[config.mk]
export PLATFORM = sky130hd
export DESIGN_NAME = datapath_multicycle
export DESIGN_NICKNAME = d
export VERILOG_FILES = /design/src/riscv_pkg.sv /design/src/datapath_multicycle.sv
export VERILOG_INCLUDE_DIRS = /design/src
export SDC_FILE = /design/constraint.sdc
export NUM_CORES = 2
export LEC_CHECK = 0
export BUFFER_PORTS_ARGS = -buffer_cell sky130_fd_sc_hd__buf_2
export CAP_MARGIN = 30
export CORE_ASPECT_RATIO = 0.8
export CORE_MARGIN = 2
export CORE_UTILIZATION = 40
export CTS_CLUSTER_DIAMETER = 30
export CTS_CLUSTER_SIZE = 40
export DETAILED_ROUTE_END_ITERATION = 12
export HOLD_SLACK_MARGIN = 0.05
export SYNTH_ARGS = -nofsm -noshare
export SYNTH_HDL_FRONTEND = slang
export SYNTH_SLANG_ARGS = --single-unit
export TNS_END_PERCENT = 1
[constraint.sdc]
create_clock -name clk -period 6.3 [get_ports clk]
set_input_delay 0.63 -clock clk [delete_from_list [all_inputs] [get_ports clk]]
set_output_delay 0.63 -clock clk [all_outputs]
set_load 0.01 [all_outputs]
[src/riscv_config.svh]
`ifndef RISCV_CONFIG_SVH
`define RISCV_CONFIG_SVH

// unified instruction and data memory, in 32-bit words
`define MEM_WORDS 256

// first fetch address after reset
`define RESET_PC 32'h0000_0000

`endif

[src/riscv_pkg.sv]
package riscv_pkg;

    // memory access width
    typedef enum logic {
        MEM_DT_WORD = 1'b0,
        MEM_DT_BYTE = 1'b1
    } mem_dt_e;

    // memory status
    typedef enum logic {
        ENONE  = 1'b0,
        EALIGN = 1'b1   // word access off a 4-byte boundary
    } errno_e;

    typedef enum logic [2:0] {
        ALU_ADD, ALU_SUB, ALU_AND, ALU_OR, ALU_XOR, ALU_SLT,
        ALU_PASS_B      // lui
    } alu_op_e;

    // shared by both operand muxes
    typedef enum logic [2:0] {
        ALU_SRC_REG, ALU_SRC_PC, ALU_SRC_OLD_PC, ALU_SRC_IMM, ALU_SRC_FOUR
    } alu_src_e;

    typedef enum logic [2:0] {
        IMM_I, IMM_S, IMM_B, IMM_J, IMM_U
    } imm_src_e;

    typedef enum logic [1:0] {
        RES_ALU_OUT, RES_MEM, RES_ALU
    } res_src_e;

    typedef struct packed {
        logic     reg_we;
        logic     mem_we;
        alu_src_e alu_src_a;
        alu_src_e alu_src_b;
        alu_op_e  alu_op;
        imm_src_e imm_src;
        res_src_e res_src;
        mem_dt_e  dt;
        logic     en_ir;        // load ir and old pc
        logic     en_npc;       // load pc
        logic     m_addr_src;   // 0 pc, 1 alu_out
    } ctrl_t;

    typedef struct packed {
        logic [31:0] addr;
        logic [31:0] wd;
        logic        we;
        mem_dt_e     dt;
    } mem_req_t;

    typedef struct packed {
        logic [31:0] rd;
        errno_e      err;
    } mem_rsp_t;

endpackage

[src/datapath_multicycle.sv]
`include "riscv_config.svh"

module datapath_multicycle import riscv_pkg::*; (
    input  logic        clk,
    input  logic        arst_n,
    input  ctrl_t       ctrl,
    input  mem_rsp_t    rsp,
    output mem_req_t    req,
    output logic [31:0] instr,
    output logic [31:0] pc,
    output logic [3:0]  alu_flags   // {zero, negative, carry, overflow}
);
    logic [31:0] pc_q, old_pc_q, ir_q;
    logic [31:0] a_q, b_q, alu_out_q, data_q;
    logic [31:0] rf [1:31];         // x0 is not stored
    logic [4:0]  rs1, rs2, rd;
    logic [31:0] rs1_val, rs2_val;
    logic [31:0] imm, src_a, src_b, alu_res, result, pc_next, load_val;
    logic [32:0] sum, diff;
    logic        is_sub, ovf_add, ovf_sub;
    logic [7:0]  lane_byte;

    assign rs1   = ir_q[19:15];
    assign rs2   = ir_q[24:20];
    assign rd    = ir_q[11:7];
    assign instr = ir_q;
    assign pc    = pc_q;

    assign rs1_val = (rs1 == 5'd0) ? 32'h0 : rf[rs1];
    assign rs2_val = (rs2 == 5'd0) ? 32'h0 : rf[rs2];

    always_ff @(posedge clk) begin
        if (ctrl.reg_we && rd != 5'd0) rf[rd] <= result;
    end

    always_comb begin
        case (ctrl.imm_src)
            IMM_S:   imm = {{20{ir_q[31]}}, ir_q[31:25], ir_q[11:7]};
            IMM_B:   imm = {{19{ir_q[31]}}, ir_q[31], ir_q[7], ir_q[30:25], ir_q[11:8], 1'b0};
            IMM_J:   imm = {{11{ir_q[31]}}, ir_q[31], ir_q[19:12], ir_q[20], ir_q[30:21], 1'b0};
            IMM_U:   imm = {ir_q[31:12], 12'h0};
            default: imm = {{20{ir_q[31]}}, ir_q[31:20]};
        endcase
    end

    function automatic logic [31:0] operand(alu_src_e sel, logic [31:0] reg_val,
                                            logic [31:0] pc_v, logic [31:0] old_pc_v,
                                            logic [31:0] imm_v);
        case (sel)
            ALU_SRC_PC:     return pc_v;
            ALU_SRC_OLD_PC: return old_pc_v;
            ALU_SRC_IMM:    return imm_v;
            ALU_SRC_FOUR:   return 32'd4;
            default:        return reg_val;
        endcase
    endfunction

    assign src_a = operand(ctrl.alu_src_a, a_q, pc_q, old_pc_q, imm);
    assign src_b = operand(ctrl.alu_src_b, b_q, pc_q, old_pc_q, imm);

    assign sum     = {1'b0, src_a} + {1'b0, src_b};
    assign diff    = {1'b0, src_a} - {1'b0, src_b};    // diff[32] is the borrow
    assign ovf_add = ~(src_a[31] ^ src_b[31]) & (src_a[31] ^ sum[31]);
    assign ovf_sub = (src_a[31] ^ src_b[31]) & (src_a[31] ^ diff[31]);
    assign is_sub  = (ctrl.alu_op == ALU_SUB) || (ctrl.alu_op == ALU_SLT);

    always_comb begin
        case (ctrl.alu_op)
            ALU_SUB:    alu_res = diff[31:0];
            ALU_AND:    alu_res = src_a & src_b;
            ALU_OR:     alu_res = src_a | src_b;
            ALU_XOR:    alu_res = src_a ^ src_b;
            ALU_SLT:    alu_res = {31'h0, diff[31] ^ ovf_sub}; // signed less-than
            ALU_PASS_B: alu_res = src_b;
            default:    alu_res = sum[31:0];
        endcase
    end

    assign alu_flags = {alu_res == 32'h0, alu_res[31],
                        is_sub ? ~diff[32] : sum[32],
                        is_sub ? ovf_sub : ovf_add};

    always_comb begin
        case (ctrl.res_src)
            RES_ALU_OUT: result = alu_out_q;
            RES_MEM:     result = data_q;
            default:     result = alu_res;
        endcase
    end

    assign pc_next = ctrl.m_addr_src ? alu_out_q : result;  // redirect or pc + 4

    always_comb begin
        req.addr = ctrl.m_addr_src ? alu_out_q : pc_q;
        req.wd   = (ctrl.dt == MEM_DT_BYTE) ? {4{b_q[7:0]}} : b_q; // sb on every lane
        req.we   = ctrl.mem_we;
        req.dt   = ctrl.dt;
    end

    // lbu picks and zero-extends its lane, a misaligned word reads as zero
    assign lane_byte = rsp.rd[8*req.addr[1:0] +: 8];
    assign load_val  = (rsp.err == EALIGN) ? 32'h0 :
                       (ctrl.dt == MEM_DT_BYTE) ? {24'h0, lane_byte} : rsp.rd;

    always_ff @(posedge clk or negedge arst_n) begin
        if (!arst_n) begin
            pc_q <= `RESET_PC;
            ir_q <= 32'h0;
        end else begin
            if (ctrl.en_npc) pc_q <= pc_next;
            if (ctrl.en_ir)  ir_q <= rsp.rd;
        end
    end

    always_ff @(posedge clk) begin
        if (ctrl.en_ir) old_pc_q <= pc_q;          // pc of the instruction in ir
        a_q <= rs1_val;
        b_q <= rs2_val;
        if (!ctrl.m_addr_src) alu_out_q <= alu_res; // held while it drives the bus
        if (ctrl.m_addr_src)  data_q    <= load_val;
    end

endmodule

==> flow_summary.toml <==
[status]
status = "finished, violations left"
failed_checks = "negative setup slack"

[critical_path]
critPathCapture = "alu_flags[3]"
r2r_cells = 25
startpoint_type = "flip-flop"
critPathCaptureType = "output port"
critical_path_class = "flip-flop to output port"
reg2reg_from = "instr[7]$_DFFE_PN0P_"
arrival_ps = 7020
required_ps = 5670
timing.reg2reg.setup_slack_ps = 90
cp_slowest_cell = "dfrtp_2"
r2r_end = "rf[20][31]$_DFFE_PP_"
path_max_fanout = 3
cpPeakStageDelay_ps = 480
crit_start = "instr[7]$_DFFE_PN0P_"

[floorplan]
io_pins = 189
num_rows = 130
start_util_pct = 40.4
die_w_um = 450
die_h_um = 361
core_sq_um = 157000
die_area_sq_um = 162000

[global_route]
grt_max_degree = 147
grt_pass1_vias = 45300
track_usage_pct = 32.5
grt_pass1_wl_um = 365000
antenna_found_initial = 24
grt_overflow = 0

[yosys]
ys_types = 96
synth_flop_cell = "edfxtp_1"
netlist_instances = 4309
syn-num-nets = 4463
syn-cell-area_sq_um = 63600
ys_async_sr_fraction_pct = 5.26
ys_seq_area_share_pct = 55.9
postSynthAreaPerCell_sq_um = 14.8
ys_warn_count = 0
ys_ff_latch = 1216
synth_edf_count = 1088

[detailed_routing]
drtIter0Drc = 7973
vias_per_cell = 6.36
drt_first_pass_iters = 6
drc_errors = 0
wirelength_um = 266000
final_antenna_net_count = 0
wire_per_inst_um = 35.9
vias = 47200

[clock_tree]
cts_buffers = 212
cts.sinks = 1216
clock_latency_ps = 840
cts_tree = "yes"
h-tree-depth = 4
path_clk_slew_ps = 60
cts.path.max_buffers = 3
cts_root_buffer = "clkbuf_16"

[timing]
skew_ps = 34.6
rsz0062_at_grt = "true"
hold_viol_final = 0
whs_ps = 96.3
relSlewSlack_pct = 29.6
finalCriticalPeriod_ps = 7650
max_freq_mhz = 131
maxSlewViolCount = 0
setup_viol = 4
fin_crit_sh_pct = 121
worst_pin_slew_ps = 1060
final.setup.worst_slack_ps = -1350

[place]
gp_congestion = 1.10
dpl_cell_area_sq_um = 72300
post-place-ws_ps = -1150
hpwl_um = 182000
portBuffers = 186

[power_and_ir_drop]
peakVddDrop_mv = 0.242
p_per_area_nw_per_um2 = 382
power_mw = 30.5
leakagePower_nw = 29.3

[final_layout]
stdcell_area_sq_um = 79900
nFillCells = 13300
area_delta_synth_final_pct = 25.7
layout-drive-gt1-share_pct = 38.4
fin_nets = 5274
layout_common_cells = "edfxtp_1 (1088), buf_4 (701), mux4_2 (576)"
layout_commonest_cell = "edfxtp_1"

[run]
drv_cap = 0

[worst_hold_path]
hp-class = "primary input to flip-flop"
## per-layer routing
metal	track usage, %	wire (um)	vias to the layer above	share of wire, %
met3	12.1	38300	417	14
met4	10.5	8650	10	3.2
met1	49.1	113000	24500	43
met5	0	60	-	0.023
met2	42.6	106000	3281	40
li1	-	-	19000	-
## what timing repair did
action | in CTS | in global routing
hold endpoints to repair | 35 | 0
setup endpoints to repair | 98 | 73
pin swaps | 5 | 8
hold buffers | 7 | 0
cloned | 0 | 0
resized for setup | 18 | 16
setup buffers | 2 | 1
## worst min path at each step
| stage | from | endpoint | slack (ps) | cells past startpoint |
|---|---|---|---|---|
| finish | rsp[12] | instr[11]$_DFFE_PN0P_ | 100 | 2 |
| global route | rsp[7] | instr[6]$_DFFE_PN0P_ | 80 | 2 |
| CTS | rsp[7] | instr[6]$_DFFE_PN0P_ | 50 | 2 |
| detailed placement | instr[2]$_DFFE_PN0P_ | instr[2]$_DFFE_PN0P_ | 490 | 1 |
| global placement | instr[2]$_DFFE_PN0P_ | instr[2]$_DFFE_PN0P_ | 490 | 1 |
| floorplan | arst_n | instr[0]$_DFFE_PN0P_ | 330 | 0 |
## critical path, delay by kind of cell, from the launching register on
kind / cells / cell delay (ps)
flip-flops: 1 / 480
multiplexers: 3 / 570
buffers and inverters: 4 / 720
AND/OR/NAND/NOR: 9 / 1310
adder cells (fa/ha/maj): 2 / 610
AO/OA/AOI/OAI: 12 / 2450
## per-stage QoR
step	setup TNS (ps)	instances	util, %
2_1_floorplan	0	4309	-
3_3_place_gp	-67650	7000	45.9
3_5_place_dp	-59500	7006	45.9
4_1_cts	-2490	7416	50.7
5_1_grt	-10800	7424	50.8
6_report	-2770	7430	50.8
## layout make-up
type	count	area, sq um	share of cell area [%]
Antenna cell	11	27.5	0.0344
Clock buffer	251	5620	7.03
Clock inverter	150	1740	2.18
Inverter	184	696	0.870
Multi-Input combinational cell	2566	26500	33.1
Sequential cell	1216	35600	44.5
Tap cell	2112	2640	3.31
Timing Repair Buffer	940	7150	8.94
## cells in the mapped netlist, drive strengths merged (6+ instances only)
| master | n | area share (%) |
|---|---|---|
| buf | 113 | 0.79 |
| nand3b | 7 | 0.083 |
| edfxtp | 1088 | 51 |
| ha | 96 | 1.9 |
| o21a | 35 | 0.41 |
| a221o | 19 | 0.30 |
| nor2 | 331 | 2.0 |
| xnor2 | 15 | 0.21 |
| nor2b | 25 | 0.25 |
| o311a | 18 | 0.28 |
| nor3b | 7 | 0.091 |
| and3 | 16 | 0.16 |
| a22oi | 7 | 0.083 |
| a21boi | 6 | 0.071 |
| mux2i | 192 | 3.0 |
| a21o | 31 | 0.37 |
| inv | 181 | 1.1 |
| or3 | 11 | 0.12 |
| and2 | 38 | 0.37 |
| nand2 | 222 | 1.3 |
| nor3 | 41 | 0.34 |
| o21ai | 214 | 1.7 |
| clkbuf | 230 | 1.4 |
| o221ai | 16 | 0.22 |
| o211ai | 29 | 0.35 |
| o31ai | 15 | 0.18 |
| a211oi | 43 | 0.52 |
| o21bai | 14 | 0.17 |
| a211o | 9 | 0.12 |
| a31oi | 50 | 0.49 |
| nand4 | 10 | 0.098 |
| a221oi | 43 | 0.61 |
| a21oi | 198 | 1.6 |
| o22ai | 16 | 0.16 |
| nor4 | 15 | 0.17 |
| mux4 | 576 | 20 |
| dfrtp | 64 | 2.5 |
| nand3 | 29 | 0.23 |
| dfxtp | 64 | 2.0 |
| o211a | 6 | 0.094 |
| mux2 | 45 | 0.80 |
| nand2b | 31 | 0.31 |
## power by group
group          internal [mW]  switching [mW]  leakage, nW
Clock                   7.42            4.27         3.50
Combinational           3.42            5.30         14.6
Sequential              9.69           0.410         11.2
## cell families after synthesis
family,count (synthesis),synth area share [%]
flops,1216,55.9
fa+ha+maj,99,1.98
compound gates,834,8.67
simple gates,802,5.71
buf+inv,527,3.24
xor+xnor,18,0.248
mux,813,24.2
## sequential cells by signal, summed over array words and instances (netlist names)
name       cells
rf           992
a_q           32
alu_out_q     32
b_q           32
data_q        32
instr         32
old_pc_q      32
pc            32
No activity file was read; power rests on OpenSTA's default activity.
