### src/riscv_config.svh
`ifndef RISCV_CONFIG_SVH
`define RISCV_CONFIG_SVH

// unified instruction and data memory, in 32-bit words
`define MEM_WORDS 256

// first fetch address after reset
`define RESET_PC 32'h0000_0000

`endif

### src/riscv_pkg.sv
package riscv_pkg;

    // memory access width
    typedef enum logic {
        MEM_DT_WORD = 1'b0,
        MEM_DT_BYTE = 1'b1
    } mem_dt_e;

    // memory status
    typedef enum logic {
        ENONE  = 1'b0,
        EALIGN = 1'b1   // word access off a 4-byte boundary
    } errno_e;

    typedef enum logic [2:0] {
        ALU_ADD, ALU_SUB, ALU_AND, ALU_OR, ALU_XOR, ALU_SLT,
        ALU_PASS_B      // lui
    } alu_op_e;

    // shared by both operand muxes
    typedef enum logic [2:0] {
        ALU_SRC_REG, ALU_SRC_PC, ALU_SRC_OLD_PC, ALU_SRC_IMM, ALU_SRC_FOUR
    } alu_src_e;

    typedef enum logic [2:0] {
        IMM_I, IMM_S, IMM_B, IMM_J, IMM_U
    } imm_src_e;

    typedef enum logic [1:0] {
        RES_ALU_OUT, RES_MEM, RES_ALU
    } res_src_e;

    typedef struct packed {
        logic     reg_we;
        logic     mem_we;
        alu_src_e alu_src_a;
        alu_src_e alu_src_b;
        alu_op_e  alu_op;
        imm_src_e imm_src;
        res_src_e res_src;
        mem_dt_e  dt;
        logic     en_ir;        // load ir and old pc
        logic     en_npc;       // load pc
        logic     m_addr_src;   // 0 pc, 1 alu_out
    } ctrl_t;

    typedef struct packed {
        logic [31:0] addr;
        logic [31:0] wd;
        logic        we;
        mem_dt_e     dt;
    } mem_req_t;

    typedef struct packed {
        logic [31:0] rd;
        errno_e      err;
    } mem_rsp_t;

endpackage

### src/controller_multicycle.sv
module controller_multicycle import riscv_pkg::*; (
    input  logic        clk,
    input  logic        arst_n,
    input  logic        hold,       // test mode, freeze everything
    input  logic [31:0] instr,
    input  logic [3:0]  alu_flags,  // {zero, negative, carry, overflow}
    output ctrl_t       ctrl
);
    typedef enum logic [3:0] {
        S_FETCH, S_DECODE, S_EXEC, S_ALU_WB, S_ADDR, S_READ,
        S_MEM_WB, S_WRITE, S_BRANCH, S_JUMP, S_HALT
    } state_e;

    localparam logic [6:0] OPC_OP     = 7'b0110011;
    localparam logic [6:0] OPC_OP_IMM = 7'b0010011;
    localparam logic [6:0] OPC_LUI    = 7'b0110111;
    localparam logic [6:0] OPC_LOAD   = 7'b0000011;
    localparam logic [6:0] OPC_STORE  = 7'b0100011;
    localparam logic [6:0] OPC_BRANCH = 7'b1100011;
    localparam logic [6:0] OPC_JAL    = 7'b1101111;

    state_e     state_q, state_d;
    ctrl_t      ctrl_s;         // state outputs before the hold mask
    logic [6:0] opcode;
    logic [2:0] funct3;
    alu_op_e    alu_fn;
    mem_dt_e    dt_dec;
    logic       taken;

    assign opcode = instr[6:0];
    assign funct3 = instr[14:12];
    assign dt_dec = (funct3[1:0] == 2'b10) ? MEM_DT_WORD : MEM_DT_BYTE; // lw/sw vs lbu/sb
    assign taken  = alu_flags[3] ^ funct3[0];   // beq on zero, bne otherwise

    always_comb begin
        case (funct3)
            3'b000:  alu_fn = (opcode == OPC_OP && instr[30]) ? ALU_SUB : ALU_ADD;
            3'b010:  alu_fn = ALU_SLT;
            3'b100:  alu_fn = ALU_XOR;
            3'b110:  alu_fn = ALU_OR;
            3'b111:  alu_fn = ALU_AND;
            default: alu_fn = ALU_ADD;
        endcase
        if (opcode == OPC_LUI) alu_fn = ALU_PASS_B; // funct3 field is imm there
    end

    always_comb begin
        state_d = state_q;
        case (state_q)
            S_FETCH:  state_d = S_DECODE;
            S_DECODE: begin
                case (opcode)
                    OPC_OP, OPC_OP_IMM, OPC_LUI: state_d = S_EXEC;
                    OPC_LOAD, OPC_STORE:         state_d = S_ADDR;
                    OPC_BRANCH:                  state_d = S_BRANCH;
                    OPC_JAL:                     state_d = S_JUMP;
                    default:                     state_d = S_HALT; // stuck until reset
                endcase
            end
            S_EXEC:   state_d = S_ALU_WB;
            S_ADDR:   state_d = (opcode == OPC_LOAD) ? S_READ : S_WRITE;
            S_READ:   state_d = S_MEM_WB;
            S_HALT:   state_d = S_HALT;
            default:  state_d = S_FETCH;   // wb, write, branch, jump
        endcase
    end

    always_ff @(posedge clk or negedge arst_n) begin
        if (!arst_n) begin
            state_q <= S_FETCH;
        end else if (!hold) begin
            state_q <= state_d;
        end
    end

    // consumer states repeat their producer's alu setup so alu_out survives a hold
    always_comb begin
        ctrl_s           = '0;
        ctrl_s.alu_src_a = ALU_SRC_REG;
        ctrl_s.alu_src_b = ALU_SRC_REG;
        ctrl_s.alu_op    = ALU_ADD;
        ctrl_s.imm_src   = IMM_I;
        ctrl_s.res_src   = RES_ALU;
        ctrl_s.dt        = MEM_DT_WORD;
        case (state_q)
            S_FETCH: begin
                ctrl_s.alu_src_a = ALU_SRC_PC;   // pc + 4
                ctrl_s.alu_src_b = ALU_SRC_FOUR;
                ctrl_s.en_ir     = 1'b1;
                ctrl_s.en_npc    = 1'b1;
            end
            S_DECODE: begin
                ctrl_s.alu_src_a = ALU_SRC_OLD_PC; // speculative target
                ctrl_s.alu_src_b = ALU_SRC_IMM;
                ctrl_s.imm_src   = (opcode == OPC_JAL) ? IMM_J : IMM_B;
            end
            S_EXEC, S_ALU_WB: begin
                ctrl_s.alu_src_b = (opcode == OPC_OP) ? ALU_SRC_REG : ALU_SRC_IMM;
                ctrl_s.imm_src   = (opcode == OPC_LUI) ? IMM_U : IMM_I;
                ctrl_s.alu_op    = alu_fn;
                ctrl_s.res_src   = RES_ALU_OUT;
                ctrl_s.reg_we    = (state_q == S_ALU_WB);
            end
            S_ADDR, S_READ, S_WRITE: begin
                ctrl_s.alu_src_b  = ALU_SRC_IMM;    // rs1 + offset
                ctrl_s.imm_src    = (opcode == OPC_STORE) ? IMM_S : IMM_I;
                ctrl_s.dt         = dt_dec;
                ctrl_s.m_addr_src = (state_q != S_ADDR);
                ctrl_s.mem_we     = (state_q == S_WRITE);
            end
            S_MEM_WB: begin
                ctrl_s.res_src = RES_MEM;
                ctrl_s.reg_we  = 1'b1;
            end
            S_BRANCH: begin
                ctrl_s.alu_op     = ALU_SUB;        // rs1 - rs2 for the zero flag
                ctrl_s.m_addr_src = 1'b1;           // target already in alu_out
                ctrl_s.en_npc     = taken;
            end
            S_JUMP: begin
                ctrl_s.alu_src_a  = ALU_SRC_OLD_PC; // link value
                ctrl_s.alu_src_b  = ALU_SRC_FOUR;
                ctrl_s.m_addr_src = 1'b1;
                ctrl_s.reg_we     = 1'b1;
                ctrl_s.en_npc     = 1'b1;
            end
            default: ;                              // halt, all quiet
        endcase
    end

    always_comb begin
        ctrl = ctrl_s;
        if (hold) begin
            ctrl.reg_we = 1'b0;
            ctrl.mem_we = 1'b0;
            ctrl.en_ir  = 1'b0;
            ctrl.en_npc = 1'b0;
        end
    end

endmodule

### config.mk
export PLATFORM = sky130hd
export DESIGN_NAME = controller_multicycle
export DESIGN_NICKNAME = d
export VERILOG_FILES = /design/src/riscv_config.svh /design/src/riscv_pkg.sv /design/src/controller_multicycle.sv
export SDC_FILE = /design/constraint.sdc
export NUM_CORES = 1
export LEC_CHECK = 0
export BUFFER_PORTS_ARGS = -buffer_cell sky130_fd_sc_hd__buf_2
export CAP_MARGIN = 10
export CORE_MARGIN = 2
export CORE_UTILIZATION = 31
export DETAILED_ROUTE_END_ITERATION = 7
export PLACE_DENSITY = 0.75
export SETUP_SLACK_MARGIN = 0.02
export SLEW_MARGIN = 20
export SYNTH_ARGS = -nofsm -noshare
export SYNTH_HDL_FRONTEND = slang
export SYNTH_SLANG_ARGS = --single-unit
### constraint.sdc
create_clock -name clk -period 1.2 [get_ports clk]
set_input_delay 0.06 -clock clk [delete_from_list [all_inputs] [get_ports clk]]
set_output_delay 0.06 -clock clk [all_outputs]
set_load 0.02 [all_outputs]
==> impl_metrics.json, run 1 <==
{
  "status": "finished with violations",
  "violations": "negative setup slack",
  "num_antenna_cells": 0,
  "worstReg2RegEnd": "state_q[1]",
  "syn_inst": 85,
  "drt_iter0_markers": 29,
  "synth_seq_cells": 4,
  "place.gp.congestion": 0.8587,
  "clockRootBuffer": "clkbuf_4",
  "largest_reg_flops": 4,
  "avgSynthCellArea_sq_um": 6.565,
  "synth_edf_count": 0,
  "rows": 15,
  "end_kind": "output pin",
  "p_comb_share_pct": 85.3,
  "nets": 199,
  "max_stage_delay_ns": 0.45,
  "crit_path_cell_trace": "buf_6 > buf_8 > nor2_4 > nand2_4 > o41ai_4 > buf_4",
  "start_kind": "flop",
  "die_x_um": 46.43,
  "fin_crit_sh_pct": 143.8,
  "worstHoldPathType": "in2async",
  "finish.instance_area_sq_um": 1545,
  "path_clk_slew_ns": 0.05,
  "syn-num-nets": 124,
  "p_per_area_nw_per_um2": 2061,
  "crit_type": "reg2out",
  "p_sw_share_pct": 45.08,
  "synthToLayoutAreaGrowth_pct": 176.9,
  "drv_cap": 0,
  "cp_top_family": "buffers and inverters",
  "netlist.area_leader.share_pct": 17.94,
  "ys.flop_type": "dfrtp_1",
  "ys_types": 32,
  "worst_path_max_delay_cell": "dfrtp_2",
  "die_y_um": 46.43,
  "netlist_area_sq_um": 558.0,
  "skew_ns": 0.004167,
  "place_area_sq_um": 1044,
  "h-tree-depth": 1,
  "initial_core_util_pct": 32.67,
  "clock-sinks": 4,
  "reg_top3": "state_q (4)",
  "nFillCells": 65,
  "vias_per_cell": 5.728,
  "vias": 1054,
  "yosysSeqAreaShare_pct": 17.94,
  "r2r-start": "state_q[3]",
  "drv_slew": 0,
  "seq_area_sq_um": 103.9,
  "yosysWarnings": 0,
  "regMostFlops": "state_q",
  "drive_above_1_share_pct": 72.96,
  "hold_viol": 0,
  "dieArea_sq_um": 2155,
  "rsz0062_at_grt": "true",
  "intPower_mw": 1.749,
  "seq_power_share_pct": 8.5,
  "final_util_pct": 90.48,
  "setup-violations-final": 23,
  "cts_buffers": 3,
  "synth.area.top_cells": "dfrtp_1 (18%), nor2_1 (8.1%), a21oi_1 (7.2%), nand2_1 (6.1%), o41ai_1 (4.7%)",
  "max_freq_mhz": 579.6,
  "routed_wl_um": 3557,
  "clk_latency_ns": 0.25,
  "first_pass_iters": 4,
  "synth_common_cells": "nor2_1 (12), nand2_1 (9), a21oi_1 (8)",
  "grt_first_pass_wirelength_um": 4664,
  "wire_per_inst_um": 19.33,
  "globalRouteTotalUtil_pct": 31.12,
  "rr_worst_depth": 6,
  "synth_most_common_cell": "nor2_1",
  "p_leak_nw": 0.7254,
  "overflow": 0,
  "io_pins": 59,
  "irDropWorstVdd_mv": 1.393,
  "coreArea_sq_um": 1708,
  "p_switching_mw": 1.436,
  "clkPwrFrac_pct": 6.2,
  "finalCriticalPeriod_ns": 1.725,
  "drc": 0,
  "setup_ws_ns": -0.5255,
  "portBuffers": 33,
  "crit_buf_inv": 3,
  "cts_tree": "yes",
  "clk_path_buf_depth": 2,
  "whs_ns": 0.1576,
  "cp.arrival_ns": 1.67,
  "grt_max_degree": 12,
  "grt_pass1_vias": 1050,
  "yosys.area.top_type": "dfrtp_1",
  "crit_fanout": 5,
  "pre_cts_ws_ns": -0.2127,
  "reg2reg_slack_ns": -0.44,
  "tns_ns": -8.569,
  "ant_nets": 0,
  "worstPathRequired_ns": 1.14,
  "dpl.hpwl_um": 1542,
  "antenna_found_initial": 0,
  "multi_input_area_sq_um": 669.4,
  "synthArstFlopShare_pct": 100.0
}
-- cells in the final DEF, fill, tap and decap left out, types with 2 or more instances in the layout --
master / Yosys / layout
a21oi_1: 8 / 3
nand2b_4: 0 / 2
nand2_1: 9 / 5
buf_4: 2 / 28
nand3_2: 0 / 2
buf_12: 0 / 2
a21oi_4: 0 / 2
nor2_4: 0 / 3
dfrtp_2: 0 / 3
nor2_2: 0 / 3
nand2_4: 0 / 4
nor2b_4: 0 / 2
o41ai_4: 0 / 3
a21oi_2: 0 / 3
nor2_1: 12 / 6
clkbuf_4: 0 / 3
a31oi_1: 3 / 3
buf_2: 1 / 14
buf_6: 0 / 31
inv_1: 4 / 3
o21ai_0: 3 / 2
xor2_1: 3 / 3
-- worst max-delay path by stage --
stage	from	endpoint	slack, ns	cells past startpoint
floorplan	state_q[3]	ctrl[6]	-0.23	4
global placement	state_q[1]	ctrl[6]	-0.16	6
detailed placement	state_q[1]	ctrl[6]	-0.21	6
CTS	state_q[1]	ctrl[12]	-0.42	8
global route	state_q[3]	ctrl[9]	-0.58	6
finish	state_q[3]	ctrl[9]	-0.53	6
-- cell type report --
class,instances,area share [%]
timing repair buffer,77,44.94
sequential,4,6.721
inverter,4,1.296
clock buffer,4,1.700
multi-input combinational,70,43.32
tap,25,2.024
-- power by group through the flow --
stage | Sequential, mW | Combinational, mW | Clock [mW]
floorplan | 0.240 | 1.06 | 0
global placement | 0.271 | 1.56 | 0
detailed placement | 0.273 | 1.57 | 0
CTS | 0.256 | 2.31 | 0.198
global route | 0.273 | 2.82 | 0.218
finish | 0.270 | 2.72 | 0.199
-- kinds of logic (layout without fill, tap and decap cells) --
kind of cell    Yosys count  after routing  share of synthesized area, %
flops                     4              4                         17.94
simple gates             42             42                         39.01
xor+xnor                  4              4                         6.279
buf+inv                  11             85                         8.965
other cells               1              1                        0.6720
compound gates           23             23                         27.13
-- per-layer routing --
metal,vias to the layer above,share of wire [%],global-route usage (%),routed length (um)
li1,451,-,-,-
met1,506,34,33.18,1195
met2,75,53,56.11,1897
met3,22,7.8,9.804,277
met4,0,5.3,12.00,187
met5,-,0,0,0
-- metrics by stage --
step                      std cells  power, mW
after CTS                       178      2.762
final                           184      3.185
after global routing            184      3.309
after detailed placement        160      1.848
after floorplan                  85      1.301
after global placement          160      1.832
-- repair_timing --
item / CTS / global route
resized for setup: 73 / 12
hold buffers: 1 / 0
cloned: 0 / 0
buffers inserted: 14 / 7
pin swaps: 10 / 10
hold endpoints to repair: 4 / 0
endpoints found under the setup margin: 22 / 22
Note: power is estimated with default switching activity, not from simulation.
==> inputs of run 2 (changes only) <==
Settings changed: ABC_AREA set to 1, CORE_UTILIZATION 31 to 32, PLACE_DENSITY 0.75 to 0.74.
==> run 2 against run 1 <==
Compared with the run above: the run still ends with negative setup slack left; largest cell class is now multi-input gates; combinational power down 5%; area after synthesis up 11%; power down 3.2%; cell area down 17%; critical endpoint is now ctrl[19].
==> impl_metrics.json, run 2 <==
{
  "nFillCells": 112,
  "num_antenna_cells": 0,
  "setup_ws_ns": -0.4213,
  "drv_slew": 0,
  "max_freq_mhz": 616.8,
  "coreArea_sq_um": 1764,
  "grtUsageMet2_pct": 39.20,
  "drc": 0,
  "synth_top_family_by_area": "simple AND/OR/NAND/NOR gates",
  "worstPathRequired_ns": 1.14,
  "start_kind": "flop",
  "end_kind": "output pin",
  "crit_fanout": 3,
  "synth_edf_count": 0,
  "rsz0062_at_grt": "true",
  "place.gp.congestion": 0.7818,
  "nets": 205,
  "syn-num-nets": 148,
  "cp.arrival_ns": 1.56,
  "die_y_um": 47.91,
  "rows": 15,
  "syn_inst": 109,
  "drive_above_1_share_pct": 60.00,
  "dp_cells": 175,
  "synth_most_common_cell": "nand2_1",
  "path_clk_slew_ns": 0.04,
  "finalNonFillerCells": 190,
  "hold_viol": 0,
  "ys.flop_type": "dfrtp_1",
  "dpl.hpwl_um": 1503,
  "avgSynthCellArea_sq_um": 5.659,
  "synth_seq_cells": 4,
  "regMostFlops": "state_q",
  "synth_compound_area_share_pct": 17.04,
  "yosys.area_share.xor_xnor_pct": 0,
  "ys_types": 27,
  "clockRootBuffer": "clkbuf_4",
  "antenna_found_initial": 0,
  "skew_ns": 0.004795,
  "crit_type": "reg2out",
  "netlist.area_leader.share_pct": 16.23,
  "netlist_area_sq_um": 616.8,
  "violations": "negative setup slack",
  "yosysWarnings": 0,
  "drt_iter0_markers": 36,
  "status": "finished with violations",
  "p_leak_nw": 0.6746,
  "first_pass_iters": 4,
  "finalCriticalPeriod_ns": 1.621,
  "layout_common_cells": "nand2_1 (23), buf_6 (23), buf_4 (17)",
  "use_met3_pct": 2.264,
  "wire_per_inst_um": 15.71,
  "grt_max_degree": 8,
  "portBuffers": 33,
  "dieArea_sq_um": 2295,
  "synth-simple-area-share_pct": 49.70,
  "clk_path_buf_depth": 2,
  "multi_input_area_sq_um": 581.8,
  "synth_common_cells": "nand2_1 (26), nor2_1 (21), inv_1 (15), nand3_1 (6), inv_2 (5)",
  "grt_pass1_vias": 817,
  "r2r-start": "state_q[3]",
  "yosys.area_share.adder_pct": 0,
  "clk_latency_ns": 0.23,
  "initial_core_util_pct": 34.96,
  "worstHoldPathType": "in2async",
  "drv_cap": 0,
  "synth_mux_area_share_pct": 0,
  "globalRouteTotalUtil_pct": 19.07,
  "yosys.area.top_type": "dfrtp_1",
  "met1_usage_pct": 19.06,
  "crit_path_start": "state_q[3]",
  "pre_cts_ws_ns": -0.1271,
  "cts_buffers": 3,
  "tns_ns": -5.553,
  "fin_crit_sh_pct": 135.1,
  "vias_per_cell": 5.232,
  "top_usage_layer": "met2",
  "largest_reg_flops": 4,
  "seq_area_sq_um": 105.1,
  "final_util_pct": 73.05,
  "setup-violations-final": 23,
  "totalPowerFinal_mw": 3.082,
  "clock-sinks": 4,
  "routed_wl_um": 2984,
  "irDropWorstVdd_mv": 1.537,
  "reg_top3": "state_q (4)",
  "overflow": 0,
  "h-tree-depth": 1,
  "vias": 994,
  "die_x_um": 47.91,
  "yosysSeqAreaShare_pct": 16.23,
  "synth.area.top_cells": "dfrtp_1 (16%), nand2_1 (16%), nor2_1 (13%), inv_1 (9.1%), nand3_1 (4.9%)",
  "synthToLayoutAreaGrowth_pct": 108.9,
  "synthArstFlopShare_pct": 100.0,
  "p_per_area_nw_per_um2": 2392,
  "ant_nets": 0,
  "io_pins": 59,
  "grt_first_pass_wirelength_um": 3160,
  "cts_tree": "yes"
}
[run 2: final timing paths]
path	end	slack [ns]	cells past startpoint
worst max-delay path	ctrl[19]	-0.42	7
worst min-delay path	state_q[0]	0.17	2
worst max register to register	state_q[1]	-0.20	9
worst min register to register	state_q[1]	0.67	2
max in group asynchronous	state_q[3]	0.89	2
min in group clk	state_q[3]	0.17	3
[run 2: power breakdown]
| group | leakage (nW) | total [mW] | switching, mW | internal, mW |
|---|---|---|---|---|
| logic | 0.613 | 2.59 | 1.39 | 1.20 |
| clock network | 0.0150 | 0.182 | 0.0567 | 0.125 |
| registers | 0.0464 | 0.308 | 0.112 | 0.196 |
| total | 0.675 | 3.08 | 1.56 | 1.52 |
[run 2: cell families after synthesis]
logic type,count (synthesis)
AO/OA/AOI/OAI,16
buffers and inverters,23
flip-flops,4
other,1
AND/OR/NAND/NOR,65
[run 2: layer usage]
| layer | part of all wire [%] | vias to the layer above |
|---|---|---|
| met3 | 6.8 | 6 |
| met1 | 40 | 477 |
| met2 | 52 | 54 |
| li1 | - | 457 |
| met4 | 1.3 | 0 |
| met5 | 0 | - |
[run 2: final cells by class]
| class | count | share of cell area (%) |
|---|---|---|
| Tap cell | 25 | 2.427 |
| Inverter | 20 | 6.019 |
| Clock buffer | 4 | 2.039 |
| Multi-Input combinational cell | 82 | 45.15 |
| Timing Repair Buffer | 55 | 36.21 |
| Sequential cell | 4 | 8.155 |
[run 2: repair_timing]
item,CTS,global route
hold buffers,1,0
resized for setup,39,37
endpoints found under the setup margin,22,23
setup buffers,6,4
hold endpoints to repair,4,0
pin swaps,14,10
[run 2: critical path, stage by stage, from the launching register on]
cell and delay [ns]:
dfrtp_2 0.44, buf_6 0.14, nor2_4 0.16, inv_2 0.09
nor2_4 0.13, o21ai_0 0.14, inv_1 0.08, buf_4 0.13
[run 2: stage by stage]
| stage | hold slack [ns] | instance area (sq um) |
|---|---|---|
| floorplan | -0.2356 | 649.4 |
| global placement | -0.1367 | 902.1 |
| detailed placement | -0.1343 | 902.1 |
| CTS | 0.1358 | 1112 |
| global route | 0.1690 | 1289 |
| finish | 0.1704 | 1289 |
